[src/include/hdd_defs.svh]
// Task register offsets, ProDOS command and status codes, sector geometry, idle bus value
`ifndef HDD_DEFS_SVH
`define HDD_DEFS_SVH

// ------------------------------------------------------------
// Task register offsets, taken from address bits 3..0
// ------------------------------------------------------------

// Read executes the stored command and returns its status
`define HDD_REG_EXEC        4'h0
// Status or error code, read only
`define HDD_REG_STATUS      4'h1
`define HDD_REG_COMMAND     4'h2
// Bit 7 selects the drive
`define HDD_REG_UNIT        4'h3
// Memory buffer address, kept as plain storage
`define HDD_REG_MEM_L       4'h4
`define HDD_REG_MEM_H       4'h5
// Block number presented to the host
`define HDD_REG_BLOCK_L     4'h6
`define HDD_REG_BLOCK_H     4'h7
// Streams the sector buffer one byte per access
`define HDD_REG_NEXT_BYTE   4'h8

// ------------------------------------------------------------
// ProDOS command codes
// ------------------------------------------------------------
`define HDD_CMD_STATUS      8'h00
`define HDD_CMD_READ        8'h01
`define HDD_CMD_WRITE       8'h02

// ------------------------------------------------------------
// ProDOS status codes
// ------------------------------------------------------------
`define HDD_STATUS_OK       8'h00
`define HDD_STATUS_ERROR    8'h01
// Transfer in progress
`define HDD_STATUS_BUSY     8'h80
// Write attempted on a protected unit
`define HDD_STATUS_PROTECT  8'h2B

// Sector geometry, fixed by ProDOS
`define HDD_SECTOR_BYTES    512
`define HDD_SECTOR_AW       9

// Data bus value when no register is being read
`define HDD_BUS_IDLE        8'hFF

`endif
[src/source/hdd_disk_pkg.sv]
// Disk side types: block number, sector offset, command, status and unit flags
`default_nettype none

`include "hdd_defs.svh"

package hdd_disk_pkg;

    // ProDOS block number, 16 bits wide
    typedef logic [15:0] block_num_t;

    // Byte position inside the 512-byte sector buffer
    typedef logic [`HDD_SECTOR_AW-1:0] sec_offset_t;

    // Command byte as written to the command register
    typedef logic [7:0] prodos_cmd_t;

    // Status byte returned by execute and the status register
    typedef logic [7:0] prodos_status_t;

    // One flag per drive, index is unit bit 7
    typedef logic [1:0] unit_mask_t;

endpackage

`default_nettype wire

[src/source/hdd_bus_pkg.sv]
// CPU bus types: data byte and register offset
`default_nettype none

package hdd_bus_pkg;

    // ------------------------------------------------------------
    // Apple II CPU side
    // ------------------------------------------------------------

    // One byte on the 6502 data bus
    typedef logic [7:0] bus_byte_t;

    // Register select, low nibble of the address bus
    typedef logic [3:0] reg_offset_t;

endpackage

`default_nettype wire

[src/source/hdd_byte_stream.sv]
// Sector pointer, CPU-port write staging and next-byte staging
`default_nettype none

`include "hdd_defs.svh"

module hdd_byte_stream import hdd_bus_pkg::*, hdd_disk_pkg::*; (
    input  wire          CLK_14M,
    input  wire          RESET,
    input  wire          stream_start_read,
    input  wire          stream_start_write,
    input  wire          stream_step_read,
    input  wire          stream_step_write,
    input  wire          bus_byte_t stream_din,
    input  wire          bus_byte_t cpu_q,
    output sec_offset_t  cpu_addr,
    output logic         cpu_we,
    output bus_byte_t    cpu_din,
    output bus_byte_t    next_byte,
    output logic         last_byte
);

    // Byte position of the next CPU transfer
    sec_offset_t ptr;
    // Offset captured with a staged write
    sec_offset_t wr_addr;

    // Pointer sitting on the final byte of the sector
    assign last_byte = (ptr == sec_offset_t'(`HDD_SECTOR_BYTES - 1));

    // Staged write owns the port for one clock, pointer otherwise
    assign cpu_addr = cpu_we ? wr_addr : ptr;

    // ------------------------------------------------------------
    // Pointer and write enable
    // ------------------------------------------------------------
    always_ff @(posedge CLK_14M) begin
        if (RESET) begin
            ptr    <= '0;
            cpu_we <= 1'b0;
        end else begin
            cpu_we <= stream_step_write;
            // New command restarts at offset 0
            if (stream_start_read || stream_start_write) begin
                ptr <= '0;
            end else if (stream_step_read || stream_step_write) begin
                ptr <= ptr + 1'b1;
            end
        end
    end

    // ------------------------------------------------------------
    // Data staging
    // ------------------------------------------------------------
    always_ff @(posedge CLK_14M) begin
        // Two clocks from pointer change to a valid next byte
        next_byte <= cpu_q;
        if (stream_step_write) begin
            wr_addr <= ptr;
            cpu_din <= stream_din;
        end
    end

endmodule

`default_nettype wire

[config.mk]
export PLATFORM = sky130hd
export DESIGN_NAME = hdd_byte_stream
export DESIGN_NICKNAME = d
export VERILOG_FILES = /design/src/source/hdd_disk_pkg.sv /design/src/source/hdd_bus_pkg.sv /design/src/source/hdd_byte_stream.sv
export VERILOG_INCLUDE_DIRS = /design/src /design/src/include
export SDC_FILE = /design/constraint.sdc
export NUM_CORES = 1
export LEC_CHECK = 0
export ABC_AREA = 1
export BUFFER_PORTS_ARGS = -buffer_cell sky130_fd_sc_hd__buf_2
export CORE_ASPECT_RATIO = 0.75
export CORE_MARGIN = 2
export CORE_UTILIZATION = 47
export CTS_CLUSTER_SIZE = 30
export DETAILED_ROUTE_END_ITERATION = 10
export PLACE_DENSITY = 0.83
export REMOVE_ABC_BUFFERS = 1
export SLEW_MARGIN = 20
export SYNTH_ARGS = -nofsm -noshare
export SYNTH_HDL_FRONTEND = slang
export SYNTH_SLANG_ARGS = --single-unit
export TNS_END_PERCENT = 1
[constraint.sdc]
create_clock -name CLK_14M -period 1.9 [get_ports CLK_14M]
set_input_delay 0.19 -clock CLK_14M [delete_from_list [all_inputs] [get_ports CLK_14M]]
set_output_delay 0.19 -clock CLK_14M [all_outputs]
set_load 0.02 [all_outputs]
# Yosys cells after proc, flatten, opt, wreduce, memory -nomap -nowiden
# Index checks and enable logic that the tools add are counted.
# word_totals
n_memories,0
romBits,0
out_inout_bits,27
latch_bits,0
inputBits,22
ram_bits,0
register_bits,35
elab_cells,11
# op_classes
shift,0
mux,1
n_lt_le_gt_ge,0
bitwise,0
n_reduce_logical,3
add_sub_neg,1
multipliers,0
n_div,0
n_eq_ne,1
# op_table
operator,n
$add 9x1->9 const B,1
$eq 9x9->1 const B,1
$mux 9,1
$logic_or 1x1->1,2
$reduce_or 2->1,1

# Logic depth before layout (Yosys ltp)
# depth
ltp_word,2
mapped_depth,8
ltp_nobuf,8

# Worst setup path after synthesis
# Ideal clock, no wire load.
# synth_path
path_kind,register -> register
startpoint,register ptr[0]
endpoint,register ptr[8]
synth_period_minus_slack_ns,1.399
stages_incl_launch_ff,9
path_buffers,0
setup_time_ns,0.124
arrival_time_ns,1.275
required_ns,1.776
path_slack_ns,0.501
cell_sequence,dfxtp_1 ha_1 inv_1 nor2_4 nand2_1 nor3_1 ha_1 o21ai_1 a21oi_1
# synth_via
elab_chain_len,1
# synth_rtl
element,line_no,rtl
"start, declared",hdd_byte_stream.sv:23,sec_offset_t ptr;
"start signal, assigned",hdd_byte_stream.sv:46,ptr <= ptr + 1'b1;
$add 9x1->9,hdd_byte_stream.sv:46,
# No other way between the ends.
# A chain may end at the register's enable or synchronous reset.

# Worst setup path in the final report
# layout_path
startpoint,register ptr[0]
endpoint,output last_byte
# layout_via
elab_chain_len,1
# layout_rtl
element,line_no,rtl
$eq 9x9->1,hdd_byte_stream.sv:28,assign last_byte = (ptr == sec_offset_t'(`HDD_SECTOR_BYTES - 1));
"end, declared",hdd_byte_stream.sv:19,output logic last_byte
# No other way between the ends.

==> results.ini <==
[final_layout]
register_area_um2=873.3
final_cell_area_mm2=0.001724
drive_gt1_share_pct=37.91
area_growth_pct=34.18
diodes=0
multi_input_area_um2=342.8
num-fill-cells=225
fin_util_pct=66.25
nNetsFinal=205

[worst_setup_path]
rr_startpoint=ptr[0]$_SDFFE_PP0P_
reg2reg_slack_ps=420
critical_path.startpoint_type=flop
cpMostUsedCell=ha_1
crit_fanout=4
worstSetupStartpoint=ptr[0]$_SDFFE_PP0P_
cp.required_ps=1710
arrival_ps=1600
path_delay_family=flip-flops
cpPeakStageDelay_ps=360
worstSetupEndpointType=output pin
critPathBufInv=2
crit_chain=ha_1 > inv_1 > nor2_4 > nand2_1 > nor3_2 > ha_1 > buf_2
critical_path_class=flop to output pin
slowest_stage=dfxtp_2

[logic_synthesis]
synthArstFlopShare_pct=0
synth_top_cell_by_area=edfxtp_1
ys_seq_elements=35
syn_avg_cell_area_um2=10.89
synth_most_common_cell=nand2_1
synth_warnings=0
ys_types=20
netlist_area_mm2=0.001285
synth_enable_flop_cells=17
ys_top_cells_by_area=edfxtp_1 40%, dfxtp_1 28%, nand2_1 5.8%
synth_common_cells=20 x nand2_1, 18 x dfxtp_1, 17 x edfxtp_1
ys_seq_area_share_pct=67.77
syn_inst=118
synth_top_area_share_pct=39.73
synth_flop_cell=dfxtp_1

[clock_tree]
cts_post_setup_buffers_inserted=0
clock_path_buffers=2
clock_tree.root_cell=clkbuf_4
clock-sinks=35
cts_tree=done
htree_num_levels=2
clk_pin_slew_ps=100
numCtsBuffers=5
clock_latency_ps=330

[timing]
rsz0062_at_grt=no
drv_slew=0
fin_crit_ps=1794
hold_viol=0
worst_slew_pin_slew_ps=420.4
tns_ps=0
skew_ps=10.51
fin_crit_sh_pct=94.41
setup_viol_count_final=0
fmax_mhz=557.5
slew_headroom_pct=71.94

[drt]
ant_nets=0
vias_per_cell=4.766
wl_um=2664
vias=1039
drt_iter0_markers=45
detail_route.first_pass.iterations=4
drc=0
wl_per_cell_um=12.22

[flow_run]
drv_cap=0

[placed_design]
gp_congestion=0.8120
dp_hpwl_um=1905
port_buffers=48
place_area_mm2=0.001577

[run_status]
status=complete, no violations

[floorplanning]
dieArea_mm2=0.003172
start_util_pct=49.37
coreArea_mm2=0.002603
die_h_um=49.28
num_rows=16
ioPinCount=49
die_w_um=64.38

[grt]
met3_usage_pct=6.236
grt_antenna_before_repair=0
grt_start_max_net_pins=13
grt_usage_pct=18.68
grt_pass1_vias=1013
grt_pass1_wl_um=4353
globalRouteMet1Util_pct=20.57
grt_use_met2_pct=32.64
busiest_layer=met2
gr-total-overflow=0

[worst_hold_path]
hp-start=stream_din[2]
worstHoldPathType=input port to flop

[pwr]
powerDensity_mw_per_mm2=801.5
vdd_drop_max_mv=0.5806
power_w=0.001382
p_leak_nw=0.7488

-- state kept, by name (all words and copies together), names as in the netlist --
register   count
wr_addr        9
cpu_we         1
cpu_din        8
next_byte      8
ptr            9
-- metrics by stage --
stage / hold WS, ps / instances / setup slack [ps]
floorplan: 217.7 / 116 / 500.8
global placement: 292.1 / 202 / 436.9
detailed placement: 294.0 / 202 / 338.3
CTS: 14.85 / 218 / 16.17
global route: 2.488 / 218 / 6.096
finish: 28.48 / 218 / 106.3
-- power by group --
group / internal, W / switching (W)
combinational: 0.0000568 / 0.0000845
sequential: 0.000824 / 0.0000126
clock: 0.000179 / 0.000225
total: 0.00106 / 0.000322
-- logic make-up after synthesis --
kind of cell | Yosys count | share of synthesized area [%]
AOI/OAI and AO/OA | 18 | 7.010
and+or+nand+nor | 42 | 16.46
buffers and inverters | 20 | 5.939
muxes | 1 | 0.8763
adders and majority gates | 2 | 1.947
DFF | 35 | 67.77
-- per-layer routing --
layer  vias to the layer above  share of wire (%)  wire (µm)
met5                         -                  0          0
met4                         0                1.7         44
met3                         7                7.5        200
met2                        43                 52       1373
met1                       476                 39       1046
li1                        513                  -          -
-- path summary, 6_finish.rpt --
kind,cells after the start,endpoint
setup / recovery,7,last_byte
hold / removal,1,cpu_din[2]$_DFFE_PP_
setup reg to reg,8,ptr[8]$_SDFFE_PP0P_
hold reg to reg,0,wr_addr[1]$_DFFE_PP_
-- layout make-up --
class                      instances  area share, %
sequential                        35          50.65
multi-input combinational         63          19.88
timing repair buffer              58          19.45
inverter                          18          3.919
clock buffer                       7          3.193
tap                               36          2.612
clock inverter                     1         0.2903
-- placed cells by master (no fill, tap or decap), drive strengths merged, types with 2 or more instances in the layout --
cell type / Yosys / layout
inv: 18 / 18
dlygate4sd3: 0 / 8
buf: 1 / 50
nor2: 11 / 11
ha: 2 / 2
clkbuf: 1 / 7
edfxtp: 17 / 17
nand2: 21 / 21
nor3: 5 / 5
dfxtp: 18 / 18
o21ai: 13 / 13
nand4: 2 / 2
nand3: 3 / 3
a21oi: 5 / 5
-- timing repair --
item / CTS / global route
endpoints found under the hold margin: 8 / 0
resized for setup: 0 / 3
endpoints found under the setup margin: 0 / 1
hold buffers: 8 / 0
No activity file was read; power rests on OpenSTA's default activity.
