===== config.mk =====
export PLATFORM = sky130hd
export DESIGN_NAME = hdd_task_regs
export DESIGN_NICKNAME = d
export VERILOG_FILES = /design/src/source/hdd_disk_pkg.sv /design/src/source/hdd_bus_pkg.sv /design/src/source/hdd_task_regs.sv
export VERILOG_INCLUDE_DIRS = /design/src /design/src/include
export SDC_FILE = /design/constraint.sdc
export NUM_CORES = 1
export LEC_CHECK = 0
export BUFFER_PORTS_ARGS = -buffer_cell sky130_fd_sc_hd__buf_2
export CAP_MARGIN = 25
export CORE_ASPECT_RATIO = 1.4
export CORE_UTILIZATION = 40
export CTS_CLUSTER_SIZE = 8
export DETAILED_ROUTE_END_ITERATION = 10
export GPL_TIMING_DRIVEN = 0
export PLACE_DENSITY = 0.64
export SLEW_MARGIN = 10
export SYNTH_ARGS = -nofsm -noshare
export SYNTH_HDL_FRONTEND = slang
export SYNTH_SLANG_ARGS = --single-unit

===== constraint.sdc =====
create_clock -name CLK_14M -period 2.3 [get_ports CLK_14M]
set_input_delay 0.46 -clock CLK_14M [delete_from_list [all_inputs] [get_ports CLK_14M]]
set_output_delay 0.46 -clock CLK_14M [all_outputs]
set_load 0.01 [all_outputs]

===== src/include/hdd_defs.svh =====
// Task register offsets, ProDOS command and status codes, sector geometry, idle bus value
`ifndef HDD_DEFS_SVH
`define HDD_DEFS_SVH

// ------------------------------------------------------------
// Task register offsets, taken from address bits 3..0
// ------------------------------------------------------------

// Read executes the stored command and returns its status
`define HDD_REG_EXEC        4'h0
// Status or error code, read only
`define HDD_REG_STATUS      4'h1
`define HDD_REG_COMMAND     4'h2
// Bit 7 selects the drive
`define HDD_REG_UNIT        4'h3
// Memory buffer address, kept as plain storage
`define HDD_REG_MEM_L       4'h4
`define HDD_REG_MEM_H       4'h5
// Block number presented to the host
`define HDD_REG_BLOCK_L     4'h6
`define HDD_REG_BLOCK_H     4'h7
// Streams the sector buffer one byte per access
`define HDD_REG_NEXT_BYTE   4'h8

// ------------------------------------------------------------
// ProDOS command codes
// ------------------------------------------------------------
`define HDD_CMD_STATUS      8'h00
`define HDD_CMD_READ        8'h01
`define HDD_CMD_WRITE       8'h02

// ------------------------------------------------------------
// ProDOS status codes
// ------------------------------------------------------------
`define HDD_STATUS_OK       8'h00
`define HDD_STATUS_ERROR    8'h01
// Transfer in progress
`define HDD_STATUS_BUSY     8'h80
// Write attempted on a protected unit
`define HDD_STATUS_PROTECT  8'h2B

// Sector geometry, fixed by ProDOS
`define HDD_SECTOR_BYTES    512
`define HDD_SECTOR_AW       9

// Data bus value when no register is being read
`define HDD_BUS_IDLE        8'hFF

`endif

===== src/source/hdd_disk_pkg.sv =====
// Disk side types: block number, sector offset, command, status and unit flags
`default_nettype none

`include "hdd_defs.svh"

package hdd_disk_pkg;

    // ProDOS block number, 16 bits wide
    typedef logic [15:0] block_num_t;

    // Byte position inside the 512-byte sector buffer
    typedef logic [`HDD_SECTOR_AW-1:0] sec_offset_t;

    // Command byte as written to the command register
    typedef logic [7:0] prodos_cmd_t;

    // Status byte returned by execute and the status register
    typedef logic [7:0] prodos_status_t;

    // One flag per drive, index is unit bit 7
    typedef logic [1:0] unit_mask_t;

endpackage

`default_nettype wire


===== src/source/hdd_bus_pkg.sv =====
// CPU bus types: data byte and register offset
`default_nettype none

package hdd_bus_pkg;

    // ------------------------------------------------------------
    // Apple II CPU side
    // ------------------------------------------------------------

    // One byte on the 6502 data bus
    typedef logic [7:0] bus_byte_t;

    // Register select, low nibble of the address bus
    typedef logic [3:0] reg_offset_t;

endpackage

`default_nettype wire


===== src/source/hdd_task_regs.sv =====
// Bus decode, task registers, command execution, status register and read-data mux
`default_nettype none

`include "hdd_defs.svh"

module hdd_task_regs import hdd_bus_pkg::*, hdd_disk_pkg::*; (
    input  wire         CLK_14M,
    input  wire         RESET,
    input  wire         phi0,
    input  wire         DEVICE_SELECT,
    input  wire         RD,
    input  wire         reg_offset_t addr,
    input  wire         bus_byte_t D_IN,
    input  wire         unit_mask_t hdd_mounted,
    input  wire         unit_mask_t hdd_protect,
    input  wire         bus_byte_t next_byte,
    input  wire         last_byte,
    output bus_byte_t   D_OUT,
    output block_num_t  sector,
    output logic        hdd_unit,
    output logic        hdd_read,
    output logic        hdd_write,
    output logic        stream_start_read,
    output logic        stream_start_write,
    output logic        stream_step_read,
    output logic        stream_step_write,
    output bus_byte_t   stream_din
);

    // Task registers
    prodos_cmd_t    cmd_reg;
    prodos_status_t status_reg;
    bus_byte_t      unit_reg;
    bus_byte_t      mem_l_reg;
    bus_byte_t      mem_h_reg;
    bus_byte_t      block_l_reg;
    bus_byte_t      block_h_reg;

    // Access qualification
    logic access;
    logic rd_access;
    logic wr_access;
    logic cmd_wr;
    logic rw_cmd;

    // Per-unit flags for the selected drive
    logic unit_mounted;
    logic unit_protect;

    // Result of executing the stored command
    bus_byte_t      exec_dout;
    prodos_status_t exec_status;
    logic           exec_status_we;
    logic           exec_read;
    logic           exec_write;

    // ------------------------------------------------------------
    // Decode
    // ------------------------------------------------------------

    // One clock with both select and phase 0 high is one access
    assign access    = DEVICE_SELECT & phi0;
    assign rd_access = access & RD;
    assign wr_access = access & ~RD;

    assign cmd_wr = wr_access && (addr == `HDD_REG_COMMAND);
    assign rw_cmd = (D_IN == `HDD_CMD_READ) || (D_IN == `HDD_CMD_WRITE);

    // Host-facing block number and drive select
    assign sector   = {block_h_reg, block_l_reg};
    assign hdd_unit = unit_reg[7];

    assign unit_mounted = hdd_mounted[hdd_unit];
    assign unit_protect = hdd_protect[hdd_unit];

    // Stream control, pulsed in the access cycle itself
    assign stream_start_read  = cmd_wr && (D_IN == `HDD_CMD_READ);
    assign stream_start_write = cmd_wr && (D_IN == `HDD_CMD_WRITE);
    assign stream_step_read   = rd_access && (addr == `HDD_REG_NEXT_BYTE);
    assign stream_step_write  = wr_access && (addr == `HDD_REG_NEXT_BYTE);
    assign stream_din         = D_IN;

    // ------------------------------------------------------------
    // Command execution on a read of offset 0
    // ------------------------------------------------------------
    always_comb begin
        exec_dout      = status_reg;
        exec_status    = status_reg;
        exec_status_we = 1'b0;
        exec_read      = 1'b0;
        exec_write     = 1'b0;
        case (cmd_reg)
            `HDD_CMD_STATUS: begin
                // Report mounted as OK, otherwise error
                exec_status_we = 1'b1;
                exec_status    = unit_mounted ? `HDD_STATUS_OK : `HDD_STATUS_ERROR;
                exec_dout      = unit_mounted ? `HDD_STATUS_OK : `HDD_STATUS_ERROR;
            end
            `HDD_CMD_READ: begin
                if (unit_mounted) begin
                    // Status stays BUSY from the command write
                    exec_read = 1'b1;
                end else begin
                    exec_status_we = 1'b1;
                    exec_status    = `HDD_STATUS_ERROR;
                    exec_dout      = `HDD_STATUS_ERROR;
                end
            end
            `HDD_CMD_WRITE: begin
                // Protection wins over the mounted check
                if (unit_protect) begin
                    exec_status_we = 1'b1;
                    exec_status    = `HDD_STATUS_ERROR;
                    exec_dout      = `HDD_STATUS_PROTECT;
                end else if (unit_mounted) begin
                    exec_write = 1'b1;
                end else begin
                    exec_status_we = 1'b1;
                    exec_status    = `HDD_STATUS_ERROR;
                    exec_dout      = `HDD_STATUS_ERROR;
                end
            end
            // Unknown command, status returned as is
            default: begin
                exec_dout = status_reg;
            end
        endcase
    end

    // ------------------------------------------------------------
    // Register file, strobes and read data
    // ------------------------------------------------------------
    always_ff @(posedge CLK_14M) begin
        if (RESET) begin
            cmd_reg     <= '0;
            status_reg  <= '0;
            unit_reg    <= '0;
            mem_l_reg   <= '0;
            mem_h_reg   <= '0;
            block_l_reg <= '0;
            block_h_reg <= '0;
            hdd_read    <= 1'b0;
            hdd_write   <= 1'b0;
            D_OUT       <= `HDD_BUS_IDLE;
        end else begin
            // Bus idles and strobes drop unless an access says otherwise
            D_OUT     <= `HDD_BUS_IDLE;
            hdd_read  <= 1'b0;
            hdd_write <= 1'b0;

            if (wr_access) begin
                case (addr)
                    `HDD_REG_COMMAND: begin
                        cmd_reg    <= D_IN;
                        status_reg <= rw_cmd ? `HDD_STATUS_BUSY : `HDD_STATUS_OK;
                    end
                    `HDD_REG_UNIT:    unit_reg    <= D_IN;
                    `HDD_REG_MEM_L:   mem_l_reg   <= D_IN;
                    `HDD_REG_MEM_H:   mem_h_reg   <= D_IN;
                    `HDD_REG_BLOCK_L: block_l_reg <= D_IN;
                    `HDD_REG_BLOCK_H: block_h_reg <= D_IN;
                    // Execute and status ignore writes, next byte goes to the stream
                    default: ;
                endcase
            end

            if (rd_access) begin
                case (addr)
                    `HDD_REG_EXEC: begin
                        D_OUT     <= exec_dout;
                        hdd_read  <= exec_read;
                        hdd_write <= exec_write;
                        if (exec_status_we) begin
                            status_reg <= exec_status;
                        end
                    end
                    `HDD_REG_STATUS:  D_OUT <= status_reg;
                    `HDD_REG_COMMAND: D_OUT <= cmd_reg;
                    `HDD_REG_UNIT:    D_OUT <= unit_reg;
                    `HDD_REG_MEM_L:   D_OUT <= mem_l_reg;
                    `HDD_REG_MEM_H:   D_OUT <= mem_h_reg;
                    `HDD_REG_BLOCK_L: D_OUT <= block_l_reg;
                    `HDD_REG_BLOCK_H: D_OUT <= block_h_reg;
                    `HDD_REG_NEXT_BYTE: begin
                        D_OUT <= next_byte;
                        // Last byte of the sector ends the transfer
                        if (last_byte) begin
                            status_reg <= `HDD_STATUS_OK;
                        end
                    end
                    default: ;
                endcase
            end
        end
    end

endmodule

`default_nettype wire


-- Word-level counts from Yosys, hierarchy flattened
Cells that the tools add are included.
- bits in registers: 66
- bits in latches: 0
- bits in writable memories: 0
- bits in read-only memories: 0
- input bits: 30
- output and inout bits: 39
- word-level logic and storage cells: 71
- memories kept: 0
- add/sub/neg operators: 0
- $mul: 0
- divide/modulo/power cells: 0
- $lt $le $gt $ge: 1
- eq/ne operators: 13
- shift-type cells: 0
- mux-type cells: 22
- bitwise logic cells: 8
- reductions and logical operators: 17
- operators with widths (operator ; number):
    $mux 8 ; 9
    $pmux 8 s9 ; 1
    $pmux 8 s3 ; 2
    $eq 4x3->1 const B ; 4
    $eq 8x1->1 const B ; 2
    $eq 8x2->1 const B ; 2
    $pmux 8 s2 ; 1
    $reduce_and 2->1 ; 6
    $eq 4x2->1 const B ; 2
    $logic_not 8->1 ; 1
    $mux 1 ; 8
    $ne 6x3->1 const B ; 1
    $logic_and 1x1->1 ; 5
    $not 1->1 ; 5
    $reduce_or 5->1 ; 1
    $eq 4x1->1 const B ; 1
    $eq 4x4->1 const B ; 1
    $logic_not 4->1 ; 1
    $reduce_or 4->1 ; 1
    $and 1x1->1 ; 3
    $pmux 1 s3 ; 1
    $lt 1x2->1 const B ; 1
    $reduce_or 2->1 ; 1
    $logic_or 1x1->1 ; 1

-- Longest topological paths before layout
- word-level depth: 8
- depth in mapped cells: 7
- gate-level depth less buffers: 5

-- Least setup slack after synthesis
No wires, ideal clock.
- path kind: input-to-output
- start: in addr[0]
- end: out stream_start_write
- arrival: 1668 ps
- required time: 1840 ps
- setup slack: 172 ps
- cell stages on the path: 5
- path buffers: 2
- cell sequence: clkbuf_2 nor2b_1 nand3_1 clkbuf_1 nor4b_1
- word-level cells in the longest chain between the ends: 3
- ends and longest elaborated chain (what ; line ; source):
    from (decl) ; hdd_task_regs.sv:12 ; input wire reg_offset_t addr,
    $eq 4x2->1 ; n/a ;
    $logic_and 1x1->1 ; hdd_task_regs.sv:66 ; assign cmd_wr = wr_access && (addr == `HDD_REG_COMMAND);
    $logic_and 1x1->1 ; hdd_task_regs.sv:78 ; assign stream_start_write = cmd_wr && (D_IN == `HDD_CMD_WRITE);
    to (decl) ; hdd_task_regs.sv:24 ; output logic stream_start_write,
Every way passes these cells.

-- Final worst setup path
- start: in RD
- end: out stream_start_write
- word-level cells in the longest chain between the ends: 4
- ends and longest elaborated chain (what ; line ; source):
    from (decl) ; hdd_task_regs.sv:11 ; input wire RD,
    $not 1->1 ; hdd_task_regs.sv:64 ; assign wr_access = access & ~RD;
    $and 1x1->1 ; hdd_task_regs.sv:64 ;
    $logic_and 1x1->1 ; hdd_task_regs.sv:66 ;
    $logic_and 1x1->1 ; hdd_task_regs.sv:78 ;
Every way passes these cells.

==> results.yml <==
global_route:
  grtUsageMet1_pct: 28.5
  grt_usage_pct: 23.4
  grt_busiest_layer: "met2"
  grt_max_degree: 12
  grt_pass1_wl_microns: 14900
  antenna_found_initial: 0
  overflow: 0
  met3_usage_pct: 4.48
  use_met2_pct: 39.5
  first_global_vias: 2816
worst_setup_path:
  crit_path_start_kind: "input pin"
  worst_ep_required_time_ns: 1.84
  arrival_ns: 1.73
  path_max_fanout: 10
  crit_type: "input pin to primary output"
  critPathCaptureType: "primary output"
synthesis:
  yosysSeqAreaShare_pct: 40.0
  syn_area_per_cell_sq_um: 9.10
  yosys_most_used_dff: "dfxtp_1"
  yosysWarnings: 0
  synthesis.nets: 393
  syn_area_sq_mm: 0.00330
  synth-seq-cells: 66
  synthDistinctLibCells: 55
  synthArstFlopShare_pct: 0
  synth_edf_count: 0
  syn_inst: 363
placement:
  io_buffers: 64
  dp.final_hpwl_microns: 7010
  dpl-instance-area_sq_mm: 0.00375
  gp_congestion: 0.853
die:
  start_util_pct: 41.9
  std_cell_rows: 38
  io_pins: 69
  coreArea_sq_mm: 0.00789
  dieWidth_microns: 78.8
  die_h_microns: 110
  dieArea_sq_mm: 0.00863
pwr:
  ir_drop_v: 0.000339
  p_per_area_mw_per_mm2: 580
  finalPower_w: 0.00232
  p_leak_nw: 1.78
timing:
  drv_slew: 0
  finClkSkew_ns: 0.0113
  final.period_utilization_pct: 95.1
  whs_ns: 0.373
  worst_pin_slew_ns: 0.647
  rsz0062_at_grt: "false"
  max_freq_mhz: 457
  period_needed_ns: 2.19
  fin_setup_tns_ns: 0
  hold_viol: 0
  relSlewSlack_pct: 56.9
  finalSetupViolations: 0
clock_tree:
  cts_tree: "built"
  clk-insertion-delay-late_ns: 0.35
  cts.reportedPaths.clkPinSlew_ns: 0.06
  clockRootBuffer: "clkbuf_8"
  holdBufCountCts: 0
  cts_max_level: 3
  clockBufferDepth: 2
  cts_buffers: 9
  cts_num_sinks: 66
final_layout:
  layout_common_cells: "75 x buf_2, 66 x dfxtp_1, 64 x nor2_1"
  antennaDiodeCount: 0
  drive_above_1_share_pct: 29.7
  final_util_pct: 50.6
  fillers: 786
  fin_nets: 470
  register_area_sq_mm: 0.00132
  area_delta_synth_final_pct: 20.9
  final_common_cell: "buf_2"
  multi_input_area_sq_mm: 0.00179
  design_area_sq_mm: 0.00399
route:
  num_vias: 3012
  drt-total-wl_microns: 9740
  firstDrtPassIters: 6
  drtAntennaViolNets: 0
  wl_per_cell_microns: 17.9
  vias_per_cell: 5.54
  route.detailed.drc: 0
  drtIter0Drc: 249
worst_hold_path:
  holdCritPathClass: "input pin to register"
flow_run:
  cap_viol_max_count: 0
outcome:
  outcome: "finished clean"
==> kinds of logic after synthesis <==
group                  Yosys count  synth area share, %
buffers and inverters           41                 7.04
AND/OR/NAND/NOR                131                 19.4
flip-flops                      66                 40.0
XOR/XNOR                         1                0.265
AO/OA/AOI/OAI                   62                 13.6
multiplexers                    62                 19.7
==> area by class of cell <==
class / count / area share [%]
buffer: 34 / 5.20
clock buffer: 10 / 3.20
clock inverter: 5 / 1.41
inverter: 6 / 0.564
multi-input combinational: 256 / 44.8
sequential: 66 / 33.1
tap: 100 / 3.13
timing repair buffer: 67 / 8.58
==> through the flow <==
stage / worst slack [ns] / cells
global route: 0.00570 / 544
CTS: 0.0306 / 541
detailed placement: -0.353 / 527
floorplan: 0.172 / 363
finish: 0.114 / 544
global placement: -0.404 / 527
==> path summary, 6_finish.rpt <==
check           startpoint                  to  slack (ns)  cells past startpoint
max                     RD  stream_start_write        0.11                      6
min           next_byte[4]            D_OUT[4]        0.37                      3
max reg2reg    unit_reg[7]            D_OUT[6]        0.52                      6
min reg2reg  status_reg[6]       status_reg[6]        0.49                      1
==> layer usage <==
metal	vias to the layer above	part of all wire, %	routed length, microns
li1	1441	-	-
met2	151	48	4650
met4	0	3.9	379
met5	-	0	0
met1	1380	42	4050
met3	40	6.7	654
==> worst max-delay path: stages <==
cell and delay (ns):
buf_2 0.10, and3b_2 0.32, nand3_1 0.12, clkbuf_2 0.24, nor4b_2 0.31, buf_2 0.17
==> where the power goes <==
group / leakage, nW / internal [W] / total, W / switching, W
Clock: 0.0921 / 0.000492 / 0.000936 / 0.000444
Sequential: 0.532 / 0.00115 / 0.00115 / 0.00000280
Combinational: 1.16 / 0.0000845 / 0.000229 / 0.000144
Total: 1.78 / 0.00172 / 0.00232 / 0.000591
==> synth_stat cells (5+ instances only) <==
master,n,area (sq um)
a21o_1,5,37.5
a21oi_1,14,70.1
and3_1,12,75.1
buf_2,11,55.1
buf_4,9,67.6
clkbuf_1,10,37.5
dfxtp_1,66,1320
inv_1,6,22.5
mux2_2,10,113
mux2i_1,50,500
nand2_1,13,48.8
nand3_1,7,35.0
nor2_1,65,244
nor2b_1,5,31.3
o21ai_0,5,25.0
==> repair_timing <==
action,in CTS,in global routing
resized for setup,6,4
buffers inserted,0,3
pin swaps,0,0
endpoints found under the setup margin,3,3
Power figures use the tool's default switching activity.
